==> src/fetch_pkg.sv <==
`default_nettype none

package fetch_pkg;

    // fetch addresses
    localparam logic [31:0] boot_vector = 32'hbfc0_0000;  // first fetch after reset
    localparam logic [31:0] exc_vector  = 32'hbfc0_0380;  // exception entry point

    // instruction memory geometry
    localparam int imem_addr_bits = 8;                     // word index is pc[9:2]
    localparam int imem_words     = 1 << imem_addr_bits;  // 256 words

    // fetch queue toward decode
    localparam int fetch_queue_depth = 4;  // entries including the head
    localparam int q_count_bits      = 3;  // holds 0..fetch_queue_depth

    // decode input buffer size, granted as credits after reset
    localparam int ds_credits = 2;

    // cp0 style exception codes carried with each entry
    typedef enum logic [4:0] {
        exc_adel = 5'h04,  // address error on fetch
        exc_none = 5'h1f   // no exception
    } exc_code_e;

    // fetch controller states
    typedef enum logic [0:0] {
        st_run  = 1'b0,  // issuing sequentially
        st_halt = 1'b1   // misaligned fetch seen and waiting for redirect
    } fetch_state_e;

endpackage

`default_nettype wire

==> src/fetch_queue.sv <==
`timescale 1ns/1ps
`default_nettype none

module fetch_queue (
    input  wire                                  clk,
    input  wire                                  reset,
    input  wire                                  push,
    input  wire  [31:0]                          push_pc,
    input  wire  [31:0]                          push_inst,
    input  var   fetch_pkg::exc_code_e           push_exc,
    input  wire                                  pop,
    input  wire                                  qflush,      // wins over push
    output logic [fetch_pkg::q_count_bits-1:0]   q_count,     // entries incl head
    output logic                                 head_valid,
    output logic [31:0]                          head_pc,
    output logic [31:0]                          head_inst,
    output fetch_pkg::exc_code_e                 head_exc
);

    localparam int depth    = fetch_pkg::fetch_queue_depth;
    localparam int ptr_bits = $clog2(depth);

    logic [31:0]          pc_mem   [depth];
    logic [31:0]          inst_mem [depth];
    fetch_pkg::exc_code_e exc_mem  [depth];

    logic [ptr_bits-1:0]                wr_ptr;
    logic [ptr_bits-1:0]                rd_ptr;
    logic [ptr_bits-1:0]                rd_ptr_nxt;
    logic [fetch_pkg::q_count_bits-1:0] count;
    logic [fetch_pkg::q_count_bits-1:0] count_after_pop;
    logic                               do_push;
    logic                               do_pop;

    assign do_push         = push & ~qflush;               // flush drops the push
    assign do_pop          = pop & head_valid & ~qflush;
    assign rd_ptr_nxt      = do_pop ? rd_ptr + 1'b1 : rd_ptr;
    assign count_after_pop = count - {{(fetch_pkg::q_count_bits-1){1'b0}}, do_pop};
    assign q_count         = count;

    // pointers, count and head flag
    always_ff @(posedge clk) begin
        if (reset || qflush) begin
            wr_ptr     <= '0;
            rd_ptr     <= '0;
            count      <= '0;
            head_valid <= 1'b0;  // empty in one cycle
        end else begin
            if (do_push) begin
                wr_ptr <= wr_ptr + 1'b1;  // wraps since depth is a power of two
            end
            rd_ptr     <= rd_ptr_nxt;
            count      <= count_after_pop + {{(fetch_pkg::q_count_bits-1){1'b0}}, do_push};
            head_valid <= (count_after_pop != '0) | do_push;
        end
    end

    // ring storage
    always_ff @(posedge clk) begin
        if (do_push) begin
            pc_mem[wr_ptr]   <= push_pc;
            inst_mem[wr_ptr] <= push_inst;
            exc_mem[wr_ptr]  <= push_exc;
        end
    end

    // registered head holding a copy of the new front entry
    always_ff @(posedge clk) begin
        if (count_after_pop == '0) begin
            head_pc   <= push_pc;  // incoming entry goes straight to an empty head
            head_inst <= push_inst;
            head_exc  <= push_exc;
        end else begin
            head_pc   <= pc_mem[rd_ptr_nxt];
            head_inst <= inst_mem[rd_ptr_nxt];
            head_exc  <= exc_mem[rd_ptr_nxt];
        end
    end

    // the controller reserves a slot for every read it issues
    a_no_push_full : assert property (
        @(posedge clk) disable iff (reset)
        push |-> (int'(count) < depth)
    );

    a_no_pop_empty : assert property (
        @(posedge clk) disable iff (reset)
        pop |-> head_valid
    );

endmodule

`default_nettype wire

==> config.mk <==
export PLATFORM = sky130hd
export DESIGN_NAME = fetch_queue
export DESIGN_NICKNAME = d
export VERILOG_FILES = /design/src/fetch_pkg.sv /design/src/fetch_queue.sv
export SDC_FILE = /design/constraint.sdc
export NUM_CORES = 1
export LEC_CHECK = 0
export BUFFER_PORTS_ARGS = -buffer_cell sky130_fd_sc_hd__buf_2
export CAP_MARGIN = 40
export CORE_UTILIZATION = 45
export DETAILED_ROUTE_END_ITERATION = 8
export GPL_TIMING_DRIVEN = 1
export HOLD_SLACK_MARGIN = 0.06
export PLACE_DENSITY = 0.74
export SLEW_MARGIN = 15
export SYNTH_ARGS = -nofsm -noshare
export SYNTH_HDL_FRONTEND = slang
export SYNTH_SLANG_ARGS = --single-unit
export TNS_END_PERCENT = 50
==> constraint.sdc <==
create_clock -name clk -period 4.1 [get_ports clk]
set_input_delay 0.82 -clock clk [delete_from_list [all_inputs] [get_ports clk]]
set_output_delay 0.82 -clock clk [all_outputs]
set_load 0.01 [all_outputs]
# [After elaboration in Yosys (flattened, before gate mapping)]
# Memory sizes are Yosys's and may differ from the RTL's.
# Index checks and enable logic that the tools add are counted.
[word_totals] out_inout_bits=73 input_bits=74 mem_bits_rw=276 word_cells=28 reg_bits=77 memories=3
[classes] n_mux=6 bitwise=5 n_addsub=4 n_reduce_logical=3
[memory_table] name="inst_mem" depth=4 word_bits=32 rd=1 rd_ports_with_merged_regs=0 wr=1 line="fetch_queue.sv:24" text="logic [31:0] inst_mem [depth];"
[memory_table] name="pc_mem" depth=4 word_bits=32 rd=1 rd_ports_with_merged_regs=0 wr=1 line="fetch_queue.sv:23" text="logic [31:0] pc_mem [depth];"
[memory_table] name="exc_mem" depth=4 word_bits=5 rd=1 rd_ports_with_merged_regs=0 wr=1 line="fetch_queue.sv:25" text="fetch_pkg::exc_code_e exc_mem [depth];"
[op_table] operator="$mux 32" n=2
[op_table] operator="$mux 5" n=1
[op_table] operator="$add 2x1->2 const B" n=2
[op_table] operator="$add 3x1->3" n=1
[op_table] operator="$and 1x1->1" n=3
[op_table] operator="$logic_not 3->1" n=1
[op_table] operator="$reduce_bool 3->1" n=1
[op_table] operator="$sub 3x1->3" n=1
[op_table] operator="$mux 1" n=2
[op_table] operator="$mux 2" n=1
[op_table] operator="$logic_or 1x1->1" n=1
[op_table] operator="$not 1->1" n=1
[op_table] operator="$or 1x1->1" n=1

# [Logic depth before layout (Yosys ltp)]
[depth] word_depth=5 mapped_depth=11 mapped_depth_nobuf=8

# [Worst setup path after synthesis]
# Ideal clock, no wire load.
[synth_path] path_kind="input port to flip-flop" startpoint="input port push" endpoint="memory exc_mem[0][0] in the netlist's numbering, enable pin" t_arrival_ps=2695 required_time_ps=3665 setup_time_ps=435 n_path_buf=0 path_stages=2 slack_ps=971 cell_sequence="nor2b_1 > and2_1"
[synth_via] elab_chain_cells=3
[synth_rtl] element="start, declared" line="fetch_queue.sv:7" text="input wire push,"
[synth_rtl] element="$and 1x1->1" line="fetch_queue.sv:35" text="assign do_push = push & ~qflush;"
[synth_rtl] element="$mux 1" line="fetch_queue.sv:60" text="if (do_push) begin"
[synth_rtl] element="$mux 1 (not written as such)" line="fetch_queue.sv:63" text="exc_mem[wr_ptr] <= push_exc;"
[synth_rtl] element="end, declared" line="fetch_queue.sv:25"
# No other way between the ends.

# [Worst setup path in the final report]
[layout_path] startpoint="input port qflush" endpoint="register head_pc[2]"
[layout_via] elab_chain_cells=5 elab_cells_between_ends=7 cone_classes="add/sub: 1; mux: 2; bitwise: 2; reduce/logical: 1; memory: 1"
[layout_rtl] element="start, declared" line="fetch_queue.sv:12" text="input wire qflush,"
[layout_rtl] element="$not 1->1 (*)" line="fetch_queue.sv:36" text="assign do_pop = pop & head_valid & ~qflush;"
[layout_rtl] element="$and 1x1->1 (*)" line="fetch_queue.sv:36"
[layout_rtl] element="$sub 3x1->3 / $mux 2 (equally long branches)" line="fetch_queue.sv:38, fetch_queue.sv:37"
[layout_rtl] element="$logic_not 3->1 / $mem_v2 4x32 (equally long branches)"
[layout_rtl] element="$mux 32 (*)" line="fetch_queue.sv:69" text="if (count_after_pop == '0) begin"
[layout_rtl] element="end signal, assigned" line="fetch_queue.sv:70" text="head_pc <= push_pc;"
[layout_rtl] element="end signal, assigned" line="fetch_queue.sv:74" text="head_pc <= pc_mem[rd_ptr_nxt];"
[layout_rtl] element="end, declared" line="fetch_queue.sv:15" text="output logic [31:0] head_pc,"
# Every way passes the cells marked *; elsewhere a longest branch is shown, timed or not.
# A chain may end at the register's enable or synchronous reset.

==> results.cfg <==
[sta]
drv_slew = 0
rsz0062_at_grt = no
finalClockSkew_ps = 6.88
period_needed_ps = 2470
setup_violations = 0
tns_ps = 0
fin_crit_sh_pct = 60.3
worst_pin_slew_ps = 658
hold_violations = 0
slew_headroom_pct = 56.1
max_freq_mhz = 404

[logic_synthesis]
yosys-top-cells-area = edfxtp_1, dfxtp_1, mux2i_1, a221oi_2, a221oi_1
synthMuxAreaShare_pct = 11.0
yosysMostFrequentCell = edfxtp_1
synth.ff_latch_count = 353
yosysSeqAreaShare_pct = 76.1
yosys.area_share.simple_pct = 2.98
synthFlopType = edfxtp_1
synth_top_area_cell = edfxtp_1
synth_compound_area_share_pct = 6.35
synth.distinct_cells = 27
synth_top_area_share_pct = 64.2
syn_area_per_cell_um2 = 18.2
synth_adder_area_share_pct = 0.775
netlist_top_cells_count = edfxtp_1, mux2i_1, dfxtp_1, nor2_1
synthArstFlopShare_pct = 0
syn_nets = 792
syn_inst = 710
synth_xor_area_share_pct = 0.456
synth_edf_count = 276
synth_top_family_by_area = multiplexers
syn_area_um2 = 12900
yosysWarnings = 0

[critical_path]
cp_num_buf_inv = 4
worstSetupPathType = in -> reg
max_stage_delay_ps = 390
endpoint = head_pc[2]$_DFF_P_
endpoint_kind = flop
startpoint = qflush
path_cells = buf_2, nand3b_4, inv_1, ha_1, ha_1, xnor2_2, nand3_4, buf_4, buf_12, nor2_1, a221oi_2
cp.depth = 11
rr_worst_depth = 10
crit_family = buffers and inverters
cp.required_ps = 4510
arrival_ps = 2880
ff2ff_setup_slack_ps = 1770
crit_path_max_fanout = 40
startpoint_type = input port
r2r_end = head_pc[2]$_DFF_P_
r2r_start = head_valid$_SDFF_PP0_
cp_slowest_cell = buf_4
crit_top_cell = ha_1

[run]
cap_violations = 0

[routing]
drc = 0
m1WireLength_mm = 10.3
drtPass1Iterations = 4
totalWireLength_mm = 23.8
num_vias = 6628
drt_iter0_markers = 419
dr_wl_met2_mm = 11.6
dr_wl_met3_mm = 1.46
antenna_left = 0
routedWlPerCell_um = 18.6
top_layer = met5
vias_per_cell = 5.17

[clocking]
path_clk_slew_ps = 60
insertion_delay_ps = 510
post_cts_buffers = 0
cts_resized = 0
cts-root-buf = clkbuf_16
cts_sinks = 353
cts_buffers = 38
cts_buffer_depth = 3
cts_tree = built
htreeDepth = 2
postCtsHoldBufs = 0

[global_routing]
grt_overflow = 0
grt_max_degree = 45
grt_pass1_vias = 6701
antenna_found_initial = 3
grt_pass1_wl_mm = 36.8
grtUsageTotal_pct = 16.5

[die]
die_h_um = 171
boundaryPins = 147
die_area_um2 = 29400
core_um2 = 28000
rows = 61
start_util_pct = 46.1
die_x_um = 171

[cells_and_area]
drive_gt1_share_pct = 29.1
final_cells = 1282
syn_to_final_growth_pct = 18.8
nets = 957

[pwr]
p_per_area_nw_per_um2 = 514
p_leak_uw = 0.00631
ir_drop_mv = 0.367

[placed_design]
dp.cells = 1213
hpwl_mm = 13.3
gp_congestion = 0.696
io_buffers = 146

[run_status]
status = complete, no violations

[worst_hold_path]
min_path_type = in -> reg
min_path_cells = 1
[per-layer routing]
| layer | track usage (%) | vias to the layer above |
|---|---|---|
| li1 | - | 3109 |
| met1 | 21.9 | 3322 |
| met2 | 27.0 | 158 |
| met3 | 4.12 | 35 |
| met4 | 4.58 | 4 |
| met5 | 0 | - |
[per-stage QoR]
step | hold slack, ps | utilization, % | power [µW] | instance area, µm² | setup WS (ps)
detailed placement | 547 | 50.4 | 4700 | 14100 | 1100
finish | 545 | 54.8 | 7880 | 15300 | 1630
floorplan | 514 | - | 4440 | 12900 | 971
CTS | 516 | 54.8 | 7980 | 15300 | 1630
global route | 520 | 54.8 | 8190 | 15300 | 1460
global placement | 546 | 50.3 | 4680 | 14100 | 1060
[kinds of logic (layout without fill, tap and decap cells)]
| kind of cell | count (synthesis) | in the layout |
|---|---|---|
| adders and majority gates | 8 | 8 |
| buffers and inverters | 45 | 238 |
| DFF | 353 | 353 |
| AOI/OAI and AO/OA | 70 | 70 |
| xor gates and xnor gates | 5 | 5 |
| and+or+nand+nor | 89 | 89 |
| muxes | 140 | 140 |
| other | 0 | 1 |
[placed cells by master (no fill, tap or decap), types with 3 or more instances in the layout]
cell       Yosys  layout
edfxtp_1     276     276
buf_2          7     146
mux2i_1      138     138
nor2_1        77      77
dfxtp_1       77      77
clkbuf_16      0      39
a221oi_1      34      34
a221oi_2      34      34
clkbuf_1      11      12
buf_4          7       9
ha_1           8       8
buf_12         0       8
inv_1          7       7
clkbuf_8       0       6
and2_4         0       5
clkinv_1       0       3
clkinv_2       0       3
[cell type report]
cell class / instances / area, µm²
fill: 2210 / 12700
sequential: 353 / 9830
multi-input combinational: 312 / 2840
clock buffer: 57 / 1100
timing repair buffer: 163 / 958
tap: 378 / 473
clock inverter: 11 / 110
inverter: 7 / 26.3
antenna: 1 / 2.50
[sequential cells by signal, indices dropped and copies added, names as in the netlist]
name and count:
wr_ptr 2, head_valid 1, head_inst 32, head_pc 32, pc_mem 128, q_count 3
inst_mem 128, head_exc 5, exc_mem 20, rd_ptr 2
[report_power, final]
| group | leakage, µW | switching [µW] | internal (µW) |
|---|---|---|---|
| registers | 0.00315 | 41.1 | 4010 |
| logic | 0.00256 | 339 | 231 |
| clock network | 0.000587 | 1280 | 1980 |
| total | 0.00631 | 1660 | 6220 |
[worst min-delay path by stage]
stage	start	endpoint	slack (ps)
floorplan	wr_ptr[1]$_SDFFE_PP0N_	wr_ptr[1]$_SDFFE_PP0N_	510
global placement	wr_ptr[1]$_SDFFE_PP0N_	wr_ptr[1]$_SDFFE_PP0N_	550
detailed placement	wr_ptr[1]$_SDFFE_PP0N_	wr_ptr[1]$_SDFFE_PP0N_	550
CTS	push_inst[16]	inst_mem[1][16]$_DFFE_PP_	520
global route	push_inst[16]	inst_mem[0][16]$_DFFE_PP_	520
finish	push_inst[21]	inst_mem[3][21]$_DFFE_PP_	540
Power figures use the tool's default switching activity.
