$ cat src/fetch_pkg.sv
`default_nettype none

package fetch_pkg;

    // fetch addresses
    localparam logic [31:0] boot_vector = 32'hbfc0_0000;  // first fetch after reset
    localparam logic [31:0] exc_vector  = 32'hbfc0_0380;  // exception entry point

    // instruction memory geometry
    localparam int imem_addr_bits = 8;                     // word index is pc[9:2]
    localparam int imem_words     = 1 << imem_addr_bits;  // 256 words

    // fetch queue toward decode
    localparam int fetch_queue_depth = 4;  // entries including the head
    localparam int q_count_bits      = 3;  // holds 0..fetch_queue_depth

    // decode input buffer size, granted as credits after reset
    localparam int ds_credits = 2;

    // cp0 style exception codes carried with each entry
    typedef enum logic [4:0] {
        exc_adel = 5'h04,  // address error on fetch
        exc_none = 5'h1f   // no exception
    } exc_code_e;

    // fetch controller states
    typedef enum logic [0:0] {
        st_run  = 1'b0,  // issuing sequentially
        st_halt = 1'b1   // misaligned fetch seen and waiting for redirect
    } fetch_state_e;

endpackage

`default_nettype wire

$ cat src/fetch_ctrl.sv
`timescale 1ns/1ps
`default_nettype none

module fetch_ctrl (
    input  wire                                clk,
    input  wire                                reset,
    input  wire                                redirect,         // any redirect this cycle
    input  wire                                next_misaligned,
    input  wire  [fetch_pkg::q_count_bits-1:0] q_count,
    input  wire                                head_valid,
    input  wire                                ds_credit,        // one slot freed in decode
    input  wire  [31:0]                        rd_data,          // word from inst_sram
    input  wire  [31:0]                        next_pc,
    output logic                               issue,
    output logic                               rd_en,
    output logic                               push,
    output logic [31:0]                        push_pc,
    output logic [31:0]                        push_inst,
    output fetch_pkg::exc_code_e               push_exc,
    output logic                               pop,
    output logic                               qflush,
    output logic                               fs_valid
);

    localparam int credit_bits = $clog2(fetch_pkg::ds_credits + 1);

    fetch_pkg::fetch_state_e            state;
    logic                               out_of_reset;  // first cycle after reset
    logic [credit_bits-1:0]             credits;       // free decode slots
    logic [fetch_pkg::q_count_bits-1:0] occupancy;     // queued plus in flight
    logic                               room;

    // one-deep in-flight read
    logic        infl_valid;
    logic [31:0] infl_pc;
    logic        infl_mis;  // misaligned, no memory read done

    assign occupancy = q_count + {{(fetch_pkg::q_count_bits-1){1'b0}}, infl_valid};
    assign room      = int'(occupancy) < fetch_pkg::fetch_queue_depth;

    // redirect forces a fetch at the new target
    assign issue = out_of_reset &
                   (redirect | ((state == fetch_pkg::st_run) & room));
    assign rd_en = issue & ~next_misaligned;  // bad address never reads memory

    // in-flight entry lands in the queue unless a redirect kills it
    assign push      = infl_valid & ~redirect;
    assign push_pc   = infl_pc;
    assign push_inst = infl_mis ? 32'h0 : rd_data;
    assign push_exc  = infl_mis ? fetch_pkg::exc_adel : fetch_pkg::exc_none;
    assign qflush    = redirect;  // drop everything not yet delivered

    // deliver head when decode has room and no redirect is active
    assign fs_valid = head_valid & (credits != '0) & ~redirect;
    assign pop      = fs_valid;

    always_ff @(posedge clk) begin
        if (reset) begin
            state        <= fetch_pkg::st_run;
            out_of_reset <= 1'b0;
            credits      <= credit_bits'(fetch_pkg::ds_credits);  // decode buffer size
            infl_valid   <= 1'b0;
        end else begin
            out_of_reset <= 1'b1;
            if (issue) begin
                // halt after a misaligned fetch until the next redirect
                state <= next_misaligned ? fetch_pkg::st_halt : fetch_pkg::st_run;
            end
            credits    <= credits - credit_bits'(fs_valid) + credit_bits'(ds_credit);
            infl_valid <= issue;
        end
    end

    // in-flight payload
    always_ff @(posedge clk) begin
        if (issue) begin
            infl_pc  <= next_pc;
            infl_mis <= next_misaligned;
        end
    end

    // decode never returns more credits than it was given
    a_credit_bound : assert property (
        @(posedge clk) disable iff (reset)
        int'(credits) <= fetch_pkg::ds_credits
    );

endmodule

`default_nettype wire

$ cat config.mk
export PLATFORM = sky130hd
export DESIGN_NAME = fetch_ctrl
export DESIGN_NICKNAME = d
export VERILOG_FILES = /design/src/fetch_pkg.sv /design/src/fetch_ctrl.sv
export SDC_FILE = /design/constraint.sdc
export NUM_CORES = 1
export LEC_CHECK = 0
export BUFFER_PORTS_ARGS = -buffer_cell sky130_fd_sc_hd__buf_2
export CAP_MARGIN = 25
export CORE_ASPECT_RATIO = 0.9
export CORE_MARGIN = 3
export CORE_UTILIZATION = 36
export CTS_CLUSTER_DIAMETER = 50
export CTS_CLUSTER_SIZE = 25
export DETAILED_ROUTE_END_ITERATION = 8
export PLACE_DENSITY = 0.75
export SYNTH_ARGS = -nofsm -noshare
export SYNTH_HDL_FRONTEND = slang
export SYNTH_SLANG_ARGS = --single-unit
$ cat constraint.sdc
create_clock -name clk -period 4.9 [get_ports clk]
set_clock_uncertainty 0.1 [all_clocks]
set_input_delay 0.49 -clock clk [delete_from_list [all_inputs] [get_ports clk]]
set_output_delay 0.49 -clock clk [all_outputs]
set_load 0.005 [all_outputs]
Yosys cells after proc, flatten, opt, wreduce, memory -nomap -nowiden
Cells that the tools add are included.
{"block": "word_totals", "regBits": 38, "inputBits": 73, "out_inout_bits": 75, "elab_cells": 25}
{"block": "classes", "addsub": 3, "order_cmp": 1, "muxes": 4, "n_bitwise": 10, "n_reduce_logical": 1}
{"operator": "$mux W32", "n": 1}
{"operator": "$and A1 B1 Y1", "n": 6}
{"operator": "$mux W5", "n": 1}
{"operator": "$add A3 B1 Y3", "n": 1}
{"operator": "$lt A3 B3 Y1 const B", "n": 1}
{"operator": "$not A1 Y1", "n": 3}
{"operator": "$add A2 B1 Y2", "n": 1}
{"operator": "$mux W1", "n": 2}
{"operator": "$reduce_bool A2 Y1", "n": 1}
{"operator": "$sub A2 B1 Y2", "n": 1}
{"operator": "$or A1 B1 Y1", "n": 1}

Depth between registers and ports, before layout
Gate-level depths: netlist of run 1.
{"block": "depth", "ltp_word": 6, "ltp_mapped": 8, "ltp_nobuf": 8}

Worst setup path before layout of run 1
Ideal clock, no wire load.
{"block": "synth_timing", "kind": "in2out", "startpoint": "input port q_count[1] (netlist bit)", "endpoint": "output port issue", "arrival_ns": 3.207, "required_ns": 4.310, "slack_ns": 1.103, "path_stages": 3, "n_path_buf": 0, "path_cell_list": "nand3_2 -> xnor2_1 -> o21ai_0"}
{"block": "synth_between", "elab_chain_len": 5}
{"element": "start: declaration", "line": "fetch_ctrl.sv:9", "text": "input wire [fetch_pkg::q_count_bits-1:0] q_count,"}
{"element": "$add A3 B1 Y3", "line": "fetch_ctrl.sv:38", "text": "assign occupancy = q_count + {{(fetch_pkg::q_count_bits-1){1'b0}}, infl_valid};"}
{"element": "$lt A3 B3 Y1", "line": "fetch_ctrl.sv:39", "text": "assign room = int'(occupancy) < fetch_pkg::fetch_queue_depth;"}
{"element": "$and A1 B1 Y1", "line": "fetch_ctrl.sv:43", "text": "(redirect | ((state == fetch_pkg::st_run) & room));"}
{"element": "$or A1 B1 Y1", "line": "fetch_ctrl.sv:43"}
{"element": "$and A1 B1 Y1", "line": "fetch_ctrl.sv:42", "text": "assign issue = out_of_reset &"}
{"element": "end: declaration", "line": "fetch_ctrl.sv:14", "text": "output logic issue,"}
Every way passes these cells.

Final worst setup path of run 1
{"block": "layout_timing", "startpoint": "register infl_mis", "endpoint": "output port push_inst[17]"}
{"block": "layout_between", "elab_chain_len": 1}
{"element": "start: declaration", "line": "fetch_ctrl.sv:36", "text": "logic infl_mis;"}
{"element": "start signal: assignment", "line": "fetch_ctrl.sv:78", "text": "infl_mis <= next_misaligned;"}
{"element": "$mux W32", "line": "fetch_ctrl.sv:49", "text": "assign push_inst = infl_mis ? 32'h0 : rd_data;"}
{"element": "end: declaration", "line": "fetch_ctrl.sv:18", "text": "output logic [31:0] push_inst,"}
Every way passes these cells.

==> out/metrics.yaml, run 1 <==
detailed_routing:
  drc_errors: 0
  drtPass1Iterations: 4
  dr_total_vias: 1300
  drt-wirelength-per-cell_um: 12.91
  viasPerCell: 4.305
  drt.antenna.violating_nets: 0
  routed_wl_mm: 3.898
  drt_iter0_markers: 29
grt:
  grt_max_degree: 35
  grt_pass1_wl_mm: 5.230
  antenna_found_initial: 0
  grt_pass1_vias: 1102
  grt_usage_pct: 14.13
  grt-ovfl-total: 0
pwr:
  power_density_nw_per_um2: 297.4
  vdd_drop_max_mv: 0.1953
  finalPower_mw: 0.7204
  p_leak_nw: 1.224
die:
  die_y_um: 68.71
  dieArea_sq_um: 5199
  ios: 148
  fp.dieW_um: 75.67
  core_area_sq_um: 4129
  row_count: 22
  initial_core_util_pct: 38.09
sta:
  period_minus_slack_ns: 2.141
  whs_ns: 0.2808
  setup_viol: 0
  hold_viol: 0
  setup_tns_ns: 0
  final_max_slew_viol_count: 0
  clock.fmax_mhz: 467.0
  max_slew_margin_pct: 47.41
  rsz0062_at_grt: "no"
  fin_crit_sh_pct: 43.70
  tightest_slew_ns: 0.7889
cts:
  cts_sinks: 38
  root_buffer: "clkbuf_8"
  clk_pin_slew_ns: 0.08
  cts_setup_buffers: 0
  cts-htree-levels: 2
  clock_latency_ns: 0.27
  post_cts_resized: 0
  cts_tree: "built"
  cts_max_path_buffers: 2
  holdBufCountCts: 0
  cts_buffers: 5
critical_path:
  cp-end-kind: "output port"
  crit_slowest_cell: "edfxtp_1"
  r2r_slack_ns: 3.16
  critPathCapture: "push_inst[17]"
  worstReg2RegStart: "credits[1]$_SDFF_PP1_"
  crit_type: "reg2out"
  slowest_delay_ns: 0.86
  crit_arrival_ns: 1.55
  r2r-end: "credits[1]$_SDFF_PP1_"
  startpoint_type: "flop"
  crit_required_ns: 4.31
  worstSetupStartpoint: "infl_mis$_DFFE_PP_"
  path_cells: "and2b_2 -> buf_2"
  critPathMaxFanout: 33
  worst-r2r-cell-count: 8
logic_synthesis:
  syn_nets: 184
  synthTopCellsByArea: "edfxtp_1, dfxtp_1, nor2b_1, and2b_1, and2b_2"
  synth_seq_cells: 38
  synth_area_per_cell_sq_um: 14.43
  synth.cell_area_sq_um: 1573
  ys_seq_area_share_pct: 69.37
  yosysWarnings: 0
  synthCells: 109
  synth_top_area_cell: "edfxtp_1"
  synth_top_area_share_pct: 63.01
  ys_types: 23
layout:
  antennaDiodeCount: 0
  stdcell_area_sq_um: 2422
  final_core_util_pct: 58.67
  nets: 329
  syn2layout_area_growth_pct: 54.02
  drive_above_1_share_pct: 64.96
placement:
  portBuffers: 146
  routabilityCongestion: 0.7762
  post_dp_cell_area_sq_um: 2318
  dp_hpwl_mm: 3.320
min_path:
  hold_path_class: "in2reg"
outcome:
  outcome: "completed"
flow_run:
  cap_violations: 0
==> area by class of cell <==
class / count / area, sq um
Multi-Input combinational cell: 58 / 421.7
Tap cell: 48 / 60.06
Clock buffer: 5 / 68.82
Inverter: 4 / 15.01
Fill cell: 374 / 1707
Sequential cell: 38 / 1091
Timing Repair Buffer: 147 / 750.7
Clock inverter: 2 / 15.01
==> worst min path at each step <==
stage | start | endpoint | cells after the start
floorplan | credits[1]$_SDFF_PP1_ | credits[1]$_SDFF_PP1_ | 2
finish | next_pc[17] | push_pc[17]$_DFFE_PP_ | 1
global placement | credits[1]$_SDFF_PP1_ | credits[1]$_SDFF_PP1_ | 2
detailed placement | credits[1]$_SDFF_PP1_ | credits[1]$_SDFF_PP1_ | 2
CTS | next_pc[7] | push_pc[7]$_DFFE_PP_ | 1
global route | next_pc[29] | push_pc[29]$_DFFE_PP_ | 1
==> kinds of logic (layout without fill, tap and decap cells) <==
family	Yosys count	count (layout)	synth area share (%)
XOR/XNOR	3	3	1.671
AND/OR/NAND/NOR	45	45	19.41
adder cells (fa/ha/maj)	2	2	1.591
flip-flops	38	38	69.37
other	1	1	0.2384
buffers and inverters	13	158	4.534
AO/OA/AOI/OAI	7	7	3.182
==> stage by stage <==
stage	setup WS [ns]	std cells
after floorplan	1.103	109
after global placement	2.373	294
after detailed placement	2.312	294
after CTS	2.258	301
after global routing	2.619	302
final	2.759	302
==> flip-flops by register name (all words and copies together), names as in the netlist <==
signal	count
out_of_reset	1
push_pc	32
infl_valid	1
infl_mis	1
credits	2
state	1
==> critical path, delay by kind of cell (launching register included) <==
family / cells / cell delay, ns
DFF: 1 / 0.86
and+or+nand+nor: 1 / 0.29
buffers and inverters: 1 / 0.12
==> placed cells by master (no fill, tap or decap), types with 2 or more instances in the layout <==
| cell | synthesis | routed |
|---|---|---|
| and2b_1 | 10 | 10 |
| and2b_2 | 8 | 8 |
| buf_2 | 0 | 146 |
| clkbuf_8 | 0 | 5 |
| clkinvlp_4 | 0 | 2 |
| dfxtp_1 | 5 | 5 |
| edfxtp_1 | 33 | 33 |
| ha_1 | 2 | 2 |
| inv_1 | 4 | 4 |
| nand2_1 | 2 | 2 |
| nor2_1 | 4 | 4 |
| nor2b_1 | 16 | 16 |
| nor3b_1 | 2 | 2 |
| o22ai_1 | 2 | 2 |
| xnor2_1 | 2 | 2 |
==> power by group <==
group          switching (mW)  leakage (nW)  total, mW  internal [mW]
Sequential             0.0122         0.360      0.395          0.383
Combinational          0.0551         0.828      0.128         0.0730
Clock                   0.100        0.0362      0.197         0.0970
==> cells in the mapped netlist <==
| master | number |
|---|---|
| inv_1 | 4 |
| nand2b_1 | 1 |
| o22ai_1 | 2 |
| and2b_1 | 10 |
| o211ai_1 | 1 |
| nand3_2 | 1 |
| ha_1 | 2 |
| nor2b_1 | 16 |
| and2b_2 | 8 |
| clkbuf_1 | 3 |
| o21ai_0 | 2 |
| xnor2_1 | 2 |
| a21oi_1 | 1 |
| dfxtp_1 | 5 |
| conb_1 | 1 |
| edfxtp_1 | 33 |
| buf_4 | 6 |
| a2111oi_2 | 1 |
| xor2_1 | 1 |
| and2_1 | 1 |
| nand2_1 | 2 |
| nor3b_1 | 2 |
| nor2_1 | 4 |
==> metal layers <==
metal,routed length (um),GRT usage [%],part of all wire (%),vias up
met3,379,3.623,9.7,2
met4,34,5.895,0.87,0
met5,0,0,0,-
met1,1197,13.68,31,576
met2,2287,27.91,59,68
li1,-,-,-,654
(Power assumes the default switching activity.)
==> run 2, diff against run 1 <==
- clock period: 4.9 -> 2 ns (I/O delays scaled with it)
==> out/metrics.yaml, run 2 (synthesis results as in run 1) <==
cts:
  clk_pin_slew_ns: 0.07
  cts-htree-levels: 2
  cts_buffers: 5
  cts_sinks: 38
  root_buffer: "clkbuf_8"
  post_cts_resized: 0
  cts_max_path_buffers: 2
  cts_tree: "built"
  cts_setup_buffers: 0
  clock_latency_ns: 0.27
die:
  fp.dieW_um: 75.67
  die_y_um: 68.71
  core_area_sq_um: 4129
  ios: 148
  dieArea_sq_um: 5199
  row_count: 22
  initial_core_util_pct: 38.09
sta:
  setup_tns_ns: 0
  rsz0062_at_grt: "no"
  clock.fmax_mhz: 554.0
  fin_crit_sh_pct: 90.25
  period_minus_slack_ns: 1.805
  final_max_slew_viol_count: 0
  setup_viol: 0
  setup_slack_ns: 0.1949
  hold_viol: 0
pwr:
  p_leak_nw: 1.374
  vdd_drop_max_mv: 0.4753
  power_density_nw_per_um2: 667.5
critical_path:
  r2r-end: "credits[1]$_SDFF_PP1_"
  worstReg2RegStart: "credits[1]$_SDFF_PP1_"
  cp-end-kind: "flop"
  crit_arrival_ns: 1.88
  worst-r2r-cell-count: 8
  critPathCapture: "credits[1]$_SDFF_PP1_"
  startpoint_type: "flop"
  critPathMaxFanout: 3
  crit_type: "reg2reg"
  crit_required_ns: 2.07
  worstSetupStartpoint: "credits[1]$_SDFF_PP1_"
  r2r_slack_ns: 0.19
layout:
  final_cell_mix: "buf_2, edfxtp_1, dlygate4sd3_1"
  stdcell_area_sq_um: 2758
  finalNonFillerCells: 338
  layout_commonest_cell: "buf_2"
  fillers: 323
  nets: 364
  drive_above_1_share_pct: 57.93
  antennaDiodeCount: 0
  regArea_sq_um: 1091
  multi_input_area_sq_um: 421.7
  syn2layout_area_growth_pct: 75.34
  largest_reg_flops: 32
detailed_routing:
  routed_wl_mm: 4.504
  drc_errors: 0
  drt.antenna.violating_nets: 0
  drt_iter0_markers: 48
  viasPerCell: 4.269
  drtPass1Iterations: 4
  dr_total_vias: 1443
  drt-wirelength-per-cell_um: 13.33
placement:
  place_worst_setup_slack_ns: 0.2013
  placed_cells: 298
  routabilityCongestion: 0.7929
  portBuffers: 146
  post_dp_cell_area_sq_um: 2349
  dp_hpwl_mm: 3.463
flow_run:
  cap_violations: 0
grt:
  grt-ovfl-total: 0
  grt_max_degree: 34
  grt_pass1_vias: 1316
  grt_pass1_wl_mm: 6.258
  grt_usage_pct: 16.48
  antenna_found_initial: 0
outcome:
  outcome: "completed"
min_path:
  hold_path_class: "in2reg"
[run 2: cell count changes in the layout (fill, tap and decap cells not counted)]
| cell | before | now |
|---|---|---|
| buf_4 | 0 | 4 |
| dlygate4sd3_1 | 0 | 32 |
| buf_12 | 1 | 0 |
| clkinv_1 | 0 | 1 |
| inv_6 | 0 | 1 |
| clkinvlp_4 | 2 | 1 |
[run 2: how the worst min path moves through the flow]
stage / end / slack [ns] / from / cells past startpoint
final: state$_SDFFE_PP0P_ / 0.05 / reset / 2
after global placement: push_pc[3]$_DFFE_PP_ / 0.28 / next_pc[3] / 1
after detailed placement: push_pc[26]$_DFFE_PP_ / 0.28 / next_pc[26] / 1
after global routing: state$_SDFFE_PP0P_ / 0.06 / reset / 2
after floorplan: state$_SDFFE_PP0P_ / 0.17 / reset / 1
after CTS: push_pc[7]$_DFFE_PP_ / 0.0006 / next_pc[7] / 1
[run 2: final cells by class]
class / instances / share of cell area [%]
sequential: 38 / 39.56
timing repair buffer: 182 / 39.20
multi-input combinational: 58 / 15.29
clock buffer: 5 / 2.495
tap: 48 / 2.178
clock inverter: 3 / 0.7260
inverter: 4 / 0.5445
[run 2: metrics by stage]
| stage | util, % | total power, mW | hold WS (ns) |
|---|---|---|---|
| floorplan | - | 1.127 | 0.1689 |
| global placement | 56.88 | 1.303 | 0.2768 |
| detailed placement | 56.88 | 1.312 | 0.2782 |
| CTS | 66.30 | 1.860 | 0.0006237 |
| global route | 66.79 | 1.949 | 0.05572 |
| finish | 66.79 | 1.841 | 0.05035 |
[run 2: timing repair]
item / CTS / global route
endpoints found under the hold margin: 30 / 2
setup endpoints to repair: 0 / 0
hold buffers: 30 / 2
[run 2: power breakdown]
group	internal [mW]	total, mW	switching [mW]
Combinational	0.221	0.379	0.159
Clock	0.245	0.501	0.256
Sequential	0.938	0.960	0.0222
Total	1.40	1.84	0.437
[run 2: layer usage]
metal  routed length, um  global-route usage (%)
met1                1640                   18.32
met2                2583                   31.25
met3                 246                   3.333
met4                  34                   5.240
met5                   0                       0
[run 2: critical path: stages (launching register included)]
cell and delay (ns):
dfxtp_1 0.36, nor2_1 0.05, nor3b_1 0.32, ha_1 0.29, inv_1 0.05, ha_1 0.15
xor2_1 0.18, xnor2_1 0.13, nand2_1 0.07
