==> src/fetch_pkg.sv <==
`default_nettype none

package fetch_pkg;

    // fetch addresses
    localparam logic [31:0] boot_vector = 32'hbfc0_0000;  // first fetch after reset
    localparam logic [31:0] exc_vector  = 32'hbfc0_0380;  // exception entry point

    // instruction memory geometry
    localparam int imem_addr_bits = 8;                     // word index is pc[9:2]
    localparam int imem_words     = 1 << imem_addr_bits;  // 256 words

    // fetch queue toward decode
    localparam int fetch_queue_depth = 4;  // entries including the head
    localparam int q_count_bits      = 3;  // holds 0..fetch_queue_depth

    // decode input buffer size, granted as credits after reset
    localparam int ds_credits = 2;

    // cp0 style exception codes carried with each entry
    typedef enum logic [4:0] {
        exc_adel = 5'h04,  // address error on fetch
        exc_none = 5'h1f   // no exception
    } exc_code_e;

    // fetch controller states
    typedef enum logic [0:0] {
        st_run  = 1'b0,  // issuing sequentially
        st_halt = 1'b1   // misaligned fetch seen and waiting for redirect
    } fetch_state_e;

endpackage

`default_nettype wire

==> src/pc_gen.sv <==
`timescale 1ns/1ps
`default_nettype none

module pc_gen (
    input  wire         clk,
    input  wire         reset,
    input  wire         br_taken,         // from decode
    input  wire  [31:0] br_target,
    input  wire         flush,            // exception from writeback
    input  wire         eret,             // exception return from writeback
    input  wire  [31:0] cp0_epc,
    input  wire         issue,            // fetch accepted this cycle
    output logic [31:0] next_pc,
    output logic        redirect,
    output logic        next_misaligned
);

    logic [31:0] pc;           // pc of the last issued fetch
    logic [31:0] seq_pc;
    logic        issued_once;  // first issue after reset done

    assign seq_pc   = pc + 32'd4;  // next word
    assign redirect = eret | flush | br_taken;

    // eret beats flush beats branch beats sequential
    assign next_pc = eret     ? cp0_epc :
                     flush    ? fetch_pkg::exc_vector :
                     br_taken ? br_target :
                                seq_pc;

    assign next_misaligned = |next_pc[1:0];  // word fetch only

    always_ff @(posedge clk) begin
        if (reset) begin
            pc          <= fetch_pkg::boot_vector - 32'd4;  // so next_pc is boot vector
            issued_once <= 1'b0;
        end else if (issue) begin
            pc          <= next_pc;
            issued_once <= 1'b1;
        end
    end

    // the reset value of pc is only a residue for the first sequential step
    // and must be replaced by a fetch right after the first cycle out of reset
    a_residue_cleared : assert property (
        @(posedge clk) disable iff (reset)
        (!issued_once && !$past(reset)) |-> issue
    );

endmodule

`default_nettype wire

==> config.mk <==
export PLATFORM = sky130hd
export DESIGN_NAME = pc_gen
export DESIGN_NICKNAME = d
export VERILOG_FILES = /design/src/fetch_pkg.sv /design/src/pc_gen.sv
export SDC_FILE = /design/constraint.sdc
export NUM_CORES = 1
export LEC_CHECK = 0
export ABC_AREA = 1
export BUFFER_PORTS_ARGS = -buffer_cell sky130_fd_sc_hd__buf_2
export CAP_MARGIN = 20
export CORE_MARGIN = 2
export CORE_UTILIZATION = 40
export CTS_CLUSTER_SIZE = 14
export DETAILED_ROUTE_END_ITERATION = 12
export PLACE_DENSITY = 0.7
export SYNTH_ARGS = -nofsm -noshare
export SYNTH_HDL_FRONTEND = slang
export SYNTH_SLANG_ARGS = --single-unit
export TNS_END_PERCENT = 20
==> constraint.sdc <==
create_clock -name clk -period 2.59 [get_ports clk]
set_clock_uncertainty 0.2 [all_clocks]
set_input_delay 0.518 -clock clk [delete_from_list [all_inputs] [get_ports clk]]
set_output_delay 0.518 -clock clk [all_outputs]
set_load 0.05 [all_outputs]
Word-level counts from Yosys, hierarchy flattened
Index checks and enable logic that the tools add are counted.
{"block": "op_classes", "addsub": 1, "bitwise_logic": 2, "n_reduce_logical": 1, "mux": 3}
{"cell": "$mux W32", "n": 3}
{"cell": "$add A32 B3 Y32 const B", "n": 1}
{"cell": "$or A1 B1 Y1", "n": 2}
{"cell": "$reduce_or A2 Y1", "n": 1}
{"block": "totals", "input_bits": 70, "ff_bits": 32, "wordCells": 8, "out_inout_bits": 34}

Depth between registers and ports, before layout
Gate-level depths: netlist (run 1).
{"block": "logic_depth", "word_depth": 5, "ltp_mapped": 12, "ltp_nobuf": 12}

Least setup slack after synthesis (run 1)
OpenSTA, ideal clock, no wires.
{"block": "synth_path", "path_kind": "input -> output", "startpoint": "input port br_taken", "endpoint": "output port next_misaligned", "required_ns": 1.872, "arrival_time_ns": 2.600, "path_stages": 6, "path_slack_ns": -0.728, "path_buffers": 2, "path_cell_list": "clkbuf_2 inv_1 buf_2 nor2_1 o21ai_0 or2_2"}
{"block": "synth_via", "elab_chain_cells": 4}
{"item": "from (decl)", "line_no": "pc_gen.sv:7", "text": "input wire br_taken,"}
{"item": "$mux W32", "line_no": "pc_gen.sv:28", "text": "br_taken ? br_target :"}
{"item": "$mux W32", "line_no": "pc_gen.sv:27", "text": "flush ? fetch_pkg::exc_vector :"}
{"item": "$mux W32", "line_no": "pc_gen.sv:26", "text": "assign next_pc = eret ? cp0_epc :"}
{"item": "named net next_pc[1]", "line_no": "pc_gen.sv:13", "text": "output logic [31:0] next_pc,"}
{"item": "$reduce_or A2 Y1", "line_no": "pc_gen.sv:31", "text": "assign next_misaligned = |next_pc[1:0];"}
{"item": "to (decl)", "line_no": "pc_gen.sv:15", "text": "output logic next_misaligned"}
The timed path passes the listed nets, and every way through them passes these cells.

Final worst setup path (run 1)
{"block": "layout_path", "startpoint": "register pc[2]", "endpoint": "output port next_pc[14]"}
{"block": "layout_via", "elab_chain_cells": 4}
{"item": "from (decl)", "line_no": "pc_gen.sv:18", "text": "logic [31:0] pc;"}
{"item": "from (signal assigned)", "line_no": "pc_gen.sv:35", "text": "pc <= fetch_pkg::boot_vector - 32'd4;"}
{"item": "from (signal assigned)", "line_no": "pc_gen.sv:38", "text": "pc <= next_pc;"}
{"item": "$add A32 B3 Y32", "line_no": "pc_gen.sv:22", "text": "assign seq_pc = pc + 32'd4;"}
{"item": "$mux W32", "line_no": "pc_gen.sv:28"}
{"item": "$mux W32", "line_no": "pc_gen.sv:27"}
{"item": "$mux W32", "line_no": "pc_gen.sv:26"}
{"item": "to (decl)", "line_no": "pc_gen.sv:13"}
No other way between the ends.

==> flow_metrics.py, run 1 <==
metrics = {
    "outcome": {
        "status": "finished clean",
    },
    "layout": {
        "num_antenna_cells": 0,
        "final_cell_mix": "nand2_1, buf_2, nor2_1, a21oi_1, inv_1",
        "final_nets": 693,
        "top_regs": "pc x32",
        "top_register": "pc",
        "largest_reg_flops": 32,
        "seq_area_um2": 671,
        "multi_input_area_um2": 2100,
        "syn2layout_area_growth_pct": 34.2,
        "drive_gt1_share_pct": 35.7,
        "mostFrequentLayoutCell": "nand2_1",
        "num-fill-cells": 785,
    },
    "global_route": {
        "grt_max_degree": 35,
        "antenna_found_initial": 0,
        "grt_pass1_wl_um": 14300,
        "grt_pass1_vias": 3221,
        "track_usage_pct": 22.9,
        "grt_overflow": 0,
    },
    "floorplanning": {
        "die_y_um": 89.1,
        "die_area_um2": 7930,
        "die_w_um": 89.1,
        "core-area_um2": 7140,
        "num_io_pins": 104,
        "initial_utilization_pct": 40.6,
        "std_cell_rows": 31,
    },
    "critical_path": {
        "critPathLaunch": "pc[2]",
        "cp.arrival_ns": 1.85,
        "reg2reg_from": "pc[2]",
        "crit_path_max_incr_delay_ns": 0.36,
        "path_class": "reg -> out",
        "worst_path_max_delay_cell": "dfxtp_2",
        "r2r-end": "pc[14]",
        "cp-endpoint": "next_pc[14]",
        "rr_worst_depth": 12,
        "worst_setup_path_end_kind": "output port",
        "critical_path_required_ns": 1.87,
        "worstPathMaxFanout": 7,
        "start_kind": "register",
        "worstPathCellList": "ha_4 > nand2_2 > nor2_4 > nand2_4 > nor2_8 > buf_6 > xnor2_1 > nand2_1 > nand2_1 > nand2_2 > buf_8",
        "ff2ff_setup_slack_ns": 0.75,
    },
    "logic_synthesis": {
        "postSynth.asyncResetShare_pct": 0,
        "synthFlopType": "dfxtp_1",
        "yosys-top-cells-area": "nand2_1, dfxtp_1, nor2_1",
        "synth.top_cell.area_share_pct": 26.8,
        "ys.warnings.count": 0,
        "syn-cell-area_um2": 2900,
        "synthCells": 516,
        "synth_cell_types": 35,
        "syn-num-nets": 587,
        "ys_seq_elements": 32,
        "syn_avg_cell_area_um2": 5.61,
        "synth_edf_count": 0,
        "yosysTopAreaCell": "nand2_1",
        "synth-seq-area-share_pct": 22.1,
    },
    "routing": {
        "drtIter0Drc": 168,
        "drt_pass1_iterations": 4,
        "drtAntennaViolNets": 0,
        "via_per_inst": 4.82,
        "wirelength_um": 9020,
        "via_count": 3473,
        "wire_per_inst_um": 12.5,
        "drc": 0,
    },
    "clock_tree": {
        "tritoncts": "yes",
        "clock-root-buffer": "clkbuf_8",
        "path_clk_slew_ns": 0.07,
        "cts.sinks": 32,
        "cts_inserted_buffers": 5,
        "hold_buffers": 0,
        "clock_latency_ns": 0.28,
        "clockBufferDepth": 2,
        "htreeDepth": 2,
    },
    "timing": {
        "slew_viol_final": 0,
        "setup_viol": 0,
        "min_period_over_period_pct": 99.2,
        "rsz0062_at_grt": "true",
        "finalHoldViolCount": 0,
        "setup_slack_ns": 0.0206,
        "worst_slew_pin_slew_ns": 0.646,
        "slew_headroom_pct": 57.0,
        "timing.fmax_ghz": 0.389,
        "post-route-min-period_ns": 2.57,
    },
    "power": {
        "leakage_nw": 2.03,
        "ir_drop_uv": 251,
        "power_mw": 1.76,
        "power_density_nw_per_um2": 453,
    },
    "placed_design": {
        "dp_hpwl_um": 6810,
        "portBuffers": 103,
        "gp_congestion": 0.861,
        "dp_slack_ns": 0.143,
    },
    "flow_run": {
        "max_cap_viol_count": 0,
    },
    "min_path": {
        "hold_path_class": "reg -> reg",
    },
}
## area by class of cell
class	count	area share, %
inverter	37	3.57
sequential	32	17.3
clock buffer	7	2.48
tap	99	3.19
multi-input combinational	425	54.1
timing repair buffer	121	19.4
## kinds of logic (layout without fill, tap and decap cells)
logic type                 after synthesis  in the layout  synth area share, %
buffers and inverters                   59            165                 9.42
xor gates and xnor gates                 7              7                 2.12
AOI/OAI and AO/OA                       74             74                 14.2
adders and majority gates                1              1                0.432
and+or+nand+nor                        343            343                 51.7
DFF                                     32             32                 22.1
## timing repair
item	in CTS	in global routing
setup endpoints to repair	18	26
setup buffers	4	2
pin swaps	6	10
gates resized for setup	22	79
## cells in the mapped netlist, types with 4 or more instances
master	number
dfxtp_1	32
xnor2_1	5
nand2_2	9
a21boi_0	8
nor2_1	65
a21oi_1	33
clkbuf_1	10
nand3_1	23
nor2_2	5
or2_2	11
nor2_4	6
inv_1	33
nand3b_1	11
buf_2	4
nand2_1	207
o21ai_0	24
## stage by stage
| step | cell area (µm²) | util, % | hold WS (ns) | instances | setup TNS [ns] |
|---|---|---|---|---|---|
| 2_1_floorplan | 2900 | - | 0.255 | 516 | -1.06 |
| 3_3_place_gp | 3500 | 49.0 | 0.282 | 708 | 0 |
| 3_5_place_dp | 3500 | 49.0 | 0.286 | 708 | 0 |
| 4_1_cts | 3690 | 51.6 | 0.300 | 719 | -0.0127 |
| 5_1_grt | 3890 | 54.5 | 0.328 | 721 | -0.590 |
| 6_report | 3890 | 54.5 | 0.305 | 721 | 0 |
## routing by layer
| layer | routed length (µm) | GRT usage, % | vias up | part of all wire (%) |
|---|---|---|---|---|
| met2 | 4350 | 41.5 | 86 | 48 |
| met1 | 4050 | 28.3 | 1543 | 45 |
| met4 | 167 | 6.78 | 0 | 1.9 |
| met5 | 0 | 0 | - | 0 |
| met3 | 448 | 3.05 | 12 | 5.0 |
| li1 | - | - | 1832 | - |
## report_power, final
group | leakage, nW | internal (mW) | switching, mW | total [mW]
combinational | 1.72 | 0.261 | 0.488 | 0.748
sequential | 0.262 | 0.537 | 0.0482 | 0.585
clock | 0.0503 | 0.237 | 0.191 | 0.427
total | 2.03 | 1.03 | 0.726 | 1.76
## how the worst min path moves through the flow
stage | endpoint | depth (start not counted) | slack, ns | from
after global routing | pc[6] | 2 | 0.33 | pc[6]
after global placement | pc[31] | 2 | 0.28 | pc[31]
after floorplan | pc[31] | 2 | 0.25 | pc[31]
final | pc[31] | 2 | 0.30 | pc[31]
after detailed placement | pc[31] | 2 | 0.29 | pc[31]
after CTS | pc[31] | 2 | 0.30 | pc[31]
## critical path: cells and delay by family, from the launching register on
family / cells / cell delay [ns]
and+or+nand+nor: 7 / 0.70
DFF: 1 / 0.36
buffers and inverters: 2 / 0.26
adders and majority gates: 1 / 0.14
xor gates and xnor gates: 1 / 0.10
Note: power is estimated with default switching activity, not from simulation.
==> inputs of run 2 (changes only) <==
==> constraint.sdc (replaced) <==
create_clock -name clk -period 2.59 [get_ports clk]
set_clock_uncertainty 0.2 [all_clocks]
set_input_delay 0.3885 -clock clk [delete_from_list [all_inputs] [get_ports clk]]
set_output_delay 0.3885 -clock clk [all_outputs]
set_load 0.05 [all_outputs]
==> flow_metrics.py, run 2 (synthesis results as in run 1) <==
metrics = {
    "outcome": {
        "status": "finished clean",
    },
    "power": {
        "leakage_nw": 1.95,
        "internal_power_mw": 0.943,
        "p_sw_share_pct": 42.7,
        "combPwrFrac_pct": 42.0,
        "ir_drop_uv": 300,
        "power_mw": 1.64,
        "p_sw_mw": 0.702,
        "p_clk_share_pct": 22.5,
        "power_density_nw_per_um2": 449,
        "seqPwrFrac_pct": 35.5,
    },
    "timing": {
        "worst_slew_pin_slew_ns": 0.811,
        "setup_viol": 0,
        "timing.hold.ws_ns": 0.202,
        "rsz0062_at_grt": "true",
        "timing.fmax_ghz": 0.394,
        "slew_headroom_pct": 45.9,
        "min_period_over_period_pct": 98.0,
        "setup-tns-final_ns": 0,
        "finalHoldViolCount": 0,
        "slew_viol_final": 0,
        "post-route-min-period_ns": 2.54,
    },
    "clock_tree": {
        "htreeDepth": 2,
        "clock-root-buffer": "clkbuf_8",
        "cts.sinks": 32,
        "clockBufferDepth": 2,
        "cts_inserted_buffers": 5,
        "clock_latency_ns": 0.29,
        "tritoncts": "yes",
        "path_clk_slew_ns": 0.07,
    },
    "routing": {
        "drtAntennaViolNets": 0,
        "via_per_inst": 4.85,
        "wirelength_um": 8620,
        "met2RoutedLength_um": 4240,
        "via_count": 3456,
        "wire_per_inst_um": 12.1,
        "drtIter0Drc": 158,
        "drc": 0,
        "wl_met3_um": 404,
        "dr.max_layer_used": "met4",
        "met1_length_um": 3840,
        "drt_pass1_iterations": 5,
    },
    "layout": {
        "drive_gt1_share_pct": 29.8,
        "top_register": "pc",
        "final_design_area_no_fill_um2": 3660,
        "num_antenna_cells": 0,
        "seq_area_um2": 664,
        "top_regs": "pc x32",
        "num-fill-cells": 754,
        "final_nets": 685,
        "final_cell_mix": "nand2_1, buf_2, nor2_1, inv_1, a21oi_1",
        "syn2layout_area_growth_pct": 26.6,
        "mostFrequentLayoutCell": "nand2_1",
        "largest_reg_flops": 32,
        "multi_input_area_um2": 2030,
    },
    "min_path": {
        "hold_path_class": "in -> reg",
    },
    "floorplanning": {
        "core-area_um2": 7140,
        "num_io_pins": 104,
        "initial_utilization_pct": 40.6,
        "die_w_um": 89.1,
        "die_y_um": 89.1,
        "std_cell_rows": 31,
        "die_area_um2": 7930,
    },
    "placed_design": {
        "gp_congestion": 0.900,
        "dp_hpwl_um": 6480,
        "dpl_cell_area_um2": 3480,
        "portBuffers": 103,
    },
    "global_route": {
        "grt_pass1_vias": 3012,
        "antenna_found_initial": 0,
        "grt_pass1_wl_um": 13600,
        "track_usage_pct": 21.8,
        "grt_overflow": 0,
        "grt_max_degree": 35,
    },
    "critical_path": {
        "start_kind": "register",
        "cp.arrival_ns": 1.95,
        "path_class": "reg -> out",
        "worstPathMaxFanout": 5,
        "worst_setup_path_end_kind": "output port",
        "critical_path_required_ns": 2.00,
    },
    "flow_run": {
        "max_cap_viol_count": 0,
    },
}
-- run 2: cell count changes in the layout (fill, tap and decap cells not counted), moves of 8 or more --
cell	previous run	this run
buf_2	82	91
buf_4	26	18
buf_6	10	0
nor2_1	48	59
nor2_2	20	9
-- run 2: cell type report --
class                           instances  area share, %
Clock inverter                          1          0.137
Timing Repair Buffer                  113           17.3
Inverter                               37           3.79
Tap cell                               99           3.38
Sequential cell                        32           18.1
Multi-Input combinational cell        425           55.3
Clock buffer                            6           1.98
-- run 2: repair_timing --
item,4_1_cts,5_1_grt
gates resized for setup,4,46
buffers inserted,0,1
pin swaps,0,7
hold buffers,0,0
endpoints found under the setup margin,4,21
-- run 2: through the flow --
stage	cells	util, %	setup WS (ns)
2_1_floorplan	516	-	-0.321
3_5_place_dp	705	48.8	0.279
4_1_cts	712	50.0	0.00457
6_report	713	51.3	0.0528
5_1_grt	713	51.3	-0.0500
3_3_place_gp	705	48.8	0.313
-- run 2: power by group through the flow --
stage	registers, mW	clock network [mW]	logic [mW]
finish	0.584	0.370	0.691
global route	0.589	0.404	0.761
CTS	0.577	0.376	0.670
detailed placement	0.587	0	0.664
global placement	0.585	0	0.660
floorplan	0.575	0	0.500
-- run 2: path summary, 6_finish.rpt --
path | start | to | slack (ns) | cells after the start
worst max-delay path | pc[3] | next_pc[28] | 0.05 | 10
worst max register to register | pc[3] | pc[12] | 0.76 | 11
worst min register to register | pc[31] | pc[31] | 0.30 | 2
worst min-delay path | cp0_epc[11] | pc[11] | 0.20 | 5
-- run 2: worst max-delay path, stage by stage, from the launching register on --
cell and delay [ns]:
dfxtp_4 0.38, ha_4 0.15, nand2_4 0.05, nor2_4 0.17
nand2_4 0.12, nor2_4 0.19, nand3b_1 0.09, nand2_1 0.08
nand2_2 0.05, a21boi_1 0.16, buf_4 0.22
-- run 2: layer usage --
layer | GRT usage, % | up-vias
li1 | - | 1820
met1 | 27.2 | 1529
met2 | 39.2 | 95
met3 | 2.95 | 12
met4 | 6.51 | 0
met5 | 0 | -
==> inputs of run 3 (changes only) <==
--- a/config.mk
+++ b/config.mk
@@ -10,6 +10,7 @@
 export CAP_MARGIN = 20
 export CORE_MARGIN = 2
 export CORE_UTILIZATION = 40
+export CTS_BUF_LIST = sky130_fd_sc_hd__clkbuf_8
 export CTS_CLUSTER_SIZE = 14
 export DETAILED_ROUTE_END_ITERATION = 12
 export PLACE_DENSITY = 0.7
==> flow_metrics.py, run 3 (synthesis results as in run 1) <==
metrics = {
    "power": {
        "leakage_nw": 1.95,
        "power_mw": 1.64,
        "ir_drop_uv": 301,
        "power_density_nw_per_um2": 449,
    },
    "clock_tree": {
        "hold_buffers": 0,
        "cts_inserted_buffers": 5,
        "tritoncts": "yes",
        "clock-root-buffer": "clkbuf_8",
        "path_clk_slew_ns": 0.07,
        "clockBufferDepth": 2,
        "htreeDepth": 2,
        "cts.sinks": 32,
        "clock_latency_ns": 0.29,
    },
    "routing": {
        "wirelength_um": 8610,
        "drc": 0,
        "via_count": 3450,
        "via_per_inst": 4.84,
        "drtIter0Drc": 160,
        "wire_per_inst_um": 12.1,
        "drt_pass1_iterations": 4,
        "drtAntennaViolNets": 0,
    },
    "floorplanning": {
        "num_io_pins": 104,
        "die_w_um": 89.1,
        "die_y_um": 89.1,
        "die_area_um2": 7930,
        "initial_utilization_pct": 40.6,
        "std_cell_rows": 31,
        "core-area_um2": 7140,
    },
    "critical_path": {
        "cp.arrival_ns": 1.95,
        "critPathLaunch": "pc[3]",
        "r2r-end": "pc[12]",
        "reg2reg_from": "pc[3]",
        "worstPathMaxFanout": 5,
        "critical_path_required_ns": 2.00,
        "rr_worst_depth": 11,
        "worst_setup_path_end_kind": "output port",
        "ff2ff_setup_slack_ns": 0.76,
        "path_class": "reg -> out",
        "start_kind": "register",
    },
    "timing": {
        "slew_headroom_pct": 45.6,
        "timing.hold.ws_ns": 0.199,
        "setup-tns-final_ns": 0,
        "post-route-min-period_ns": 2.54,
        "worst_slew_pin_slew_ns": 0.815,
        "finalHoldViolCount": 0,
        "rsz0062_at_grt": "true",
        "timing.fmax_ghz": 0.394,
        "slew_viol_final": 0,
        "min_period_over_period_pct": 97.9,
        "setup_viol": 0,
    },
    "placed_design": {
        "gp_congestion": 0.900,
        "placed_cells": 705,
        "portBuffers": 103,
        "dp_hpwl_um": 6480,
    },
    "layout": {
        "final_nets": 685,
        "top_register": "pc",
        "syn2layout_area_growth_pct": 26.6,
        "largest_reg_flops": 32,
        "post-route-util_pct": 51.3,
        "drive_gt1_share_pct": 29.8,
        "seq_area_um2": 664,
        "mostFrequentLayoutCell": "nand2_1",
        "num_antenna_cells": 0,
        "final_cell_mix": "nand2_1, buf_2, nor2_1, inv_1, a21oi_1",
        "top_regs": "pc x32",
        "fin_cells": 713,
        "num-fill-cells": 754,
        "multi_input_area_um2": 2030,
    },
    "global_route": {
        "antenna_found_initial": 0,
        "grt_pass1_wl_um": 13600,
        "grt_overflow": 0,
        "grt_max_degree": 35,
        "track_usage_pct": 21.8,
        "grt_pass1_vias": 3012,
    },
    "outcome": {
        "status": "finished clean",
    },
    "min_path": {
        "hold_path_class": "in -> reg",
        "hold_start": "cp0_epc[11]",
        "holdPathStages": 5,
        "min_to": "pc[11]",
    },
    "flow_run": {
        "max_cap_viol_count": 0,
    },
}
==> run 3: cell types whose count changed in the layout (fill, tap and decap cells not counted), sizes merged <==
cell	change
clkbuf	-1
inv	+1
==> run 3: timing repair <==
action / CTS / global route
gates resized for setup: 4 / 46
endpoints found under the setup margin: 4 / 21
pin swaps: 0 / 7
cloned: 0 / 0
buffers inserted: 0 / 1
==> run 3: layout make-up <==
type / count / area share, %
timing repair buffer: 113 / 17.3
tap: 99 / 3.38
multi-input combinational: 425 / 55.3
sequential: 32 / 18.1
clock inverter: 2 / 0.239
inverter: 37 / 3.79
clock buffer: 5 / 1.88
==> run 3: power by group <==
part,total [mW],switching (mW),internal (mW)
registers,0.584,0.0489,0.535
logic,0.691,0.465,0.225
clock network,0.369,0.191,0.179
total,1.64,0.705,0.939
==> run 3: worst max-delay path by stage <==
| stage | to | slack [ns] |
|---|---|---|
| after floorplan | next_pc[26] | -0.32 |
| after global placement | next_pc[25] | 0.31 |
| after detailed placement | next_pc[28] | 0.28 |
| after CTS | next_pc[28] | 0.005 |
| after global routing | next_pc[28] | -0.05 |
| final | next_pc[28] | 0.05 |
==> run 3: stage by stage <==
stage	worst slack, ns	instance area (µm²)
2_1_floorplan	-0.321	2900
3_3_place_gp	0.313	3480
3_5_place_dp	0.279	3480
4_1_cts	0.00457	3570
5_1_grt	-0.0500	3660
6_report	0.0532	3660
==> run 3: metal layers <==
metal	global-route usage [%]	vias to the layer above	part of all wire, %
met4	6.51	0	1.5
met1	27.2	1536	46
met2	39.2	80	49
met5	0	-	0
met3	2.95	12	3.8
li1	-	1822	-
==> run 3: critical path, stage by stage (launching register included) <==
cell	delay [ns]
dfxtp_4	0.38
ha_4	0.15
nand2_4	0.05
nor2_4	0.17
nand2_4	0.12
nor2_4	0.19
nand3b_1	0.09
nand2_1	0.08
nand2_2	0.05
a21boi_1	0.16
buf_4	0.22
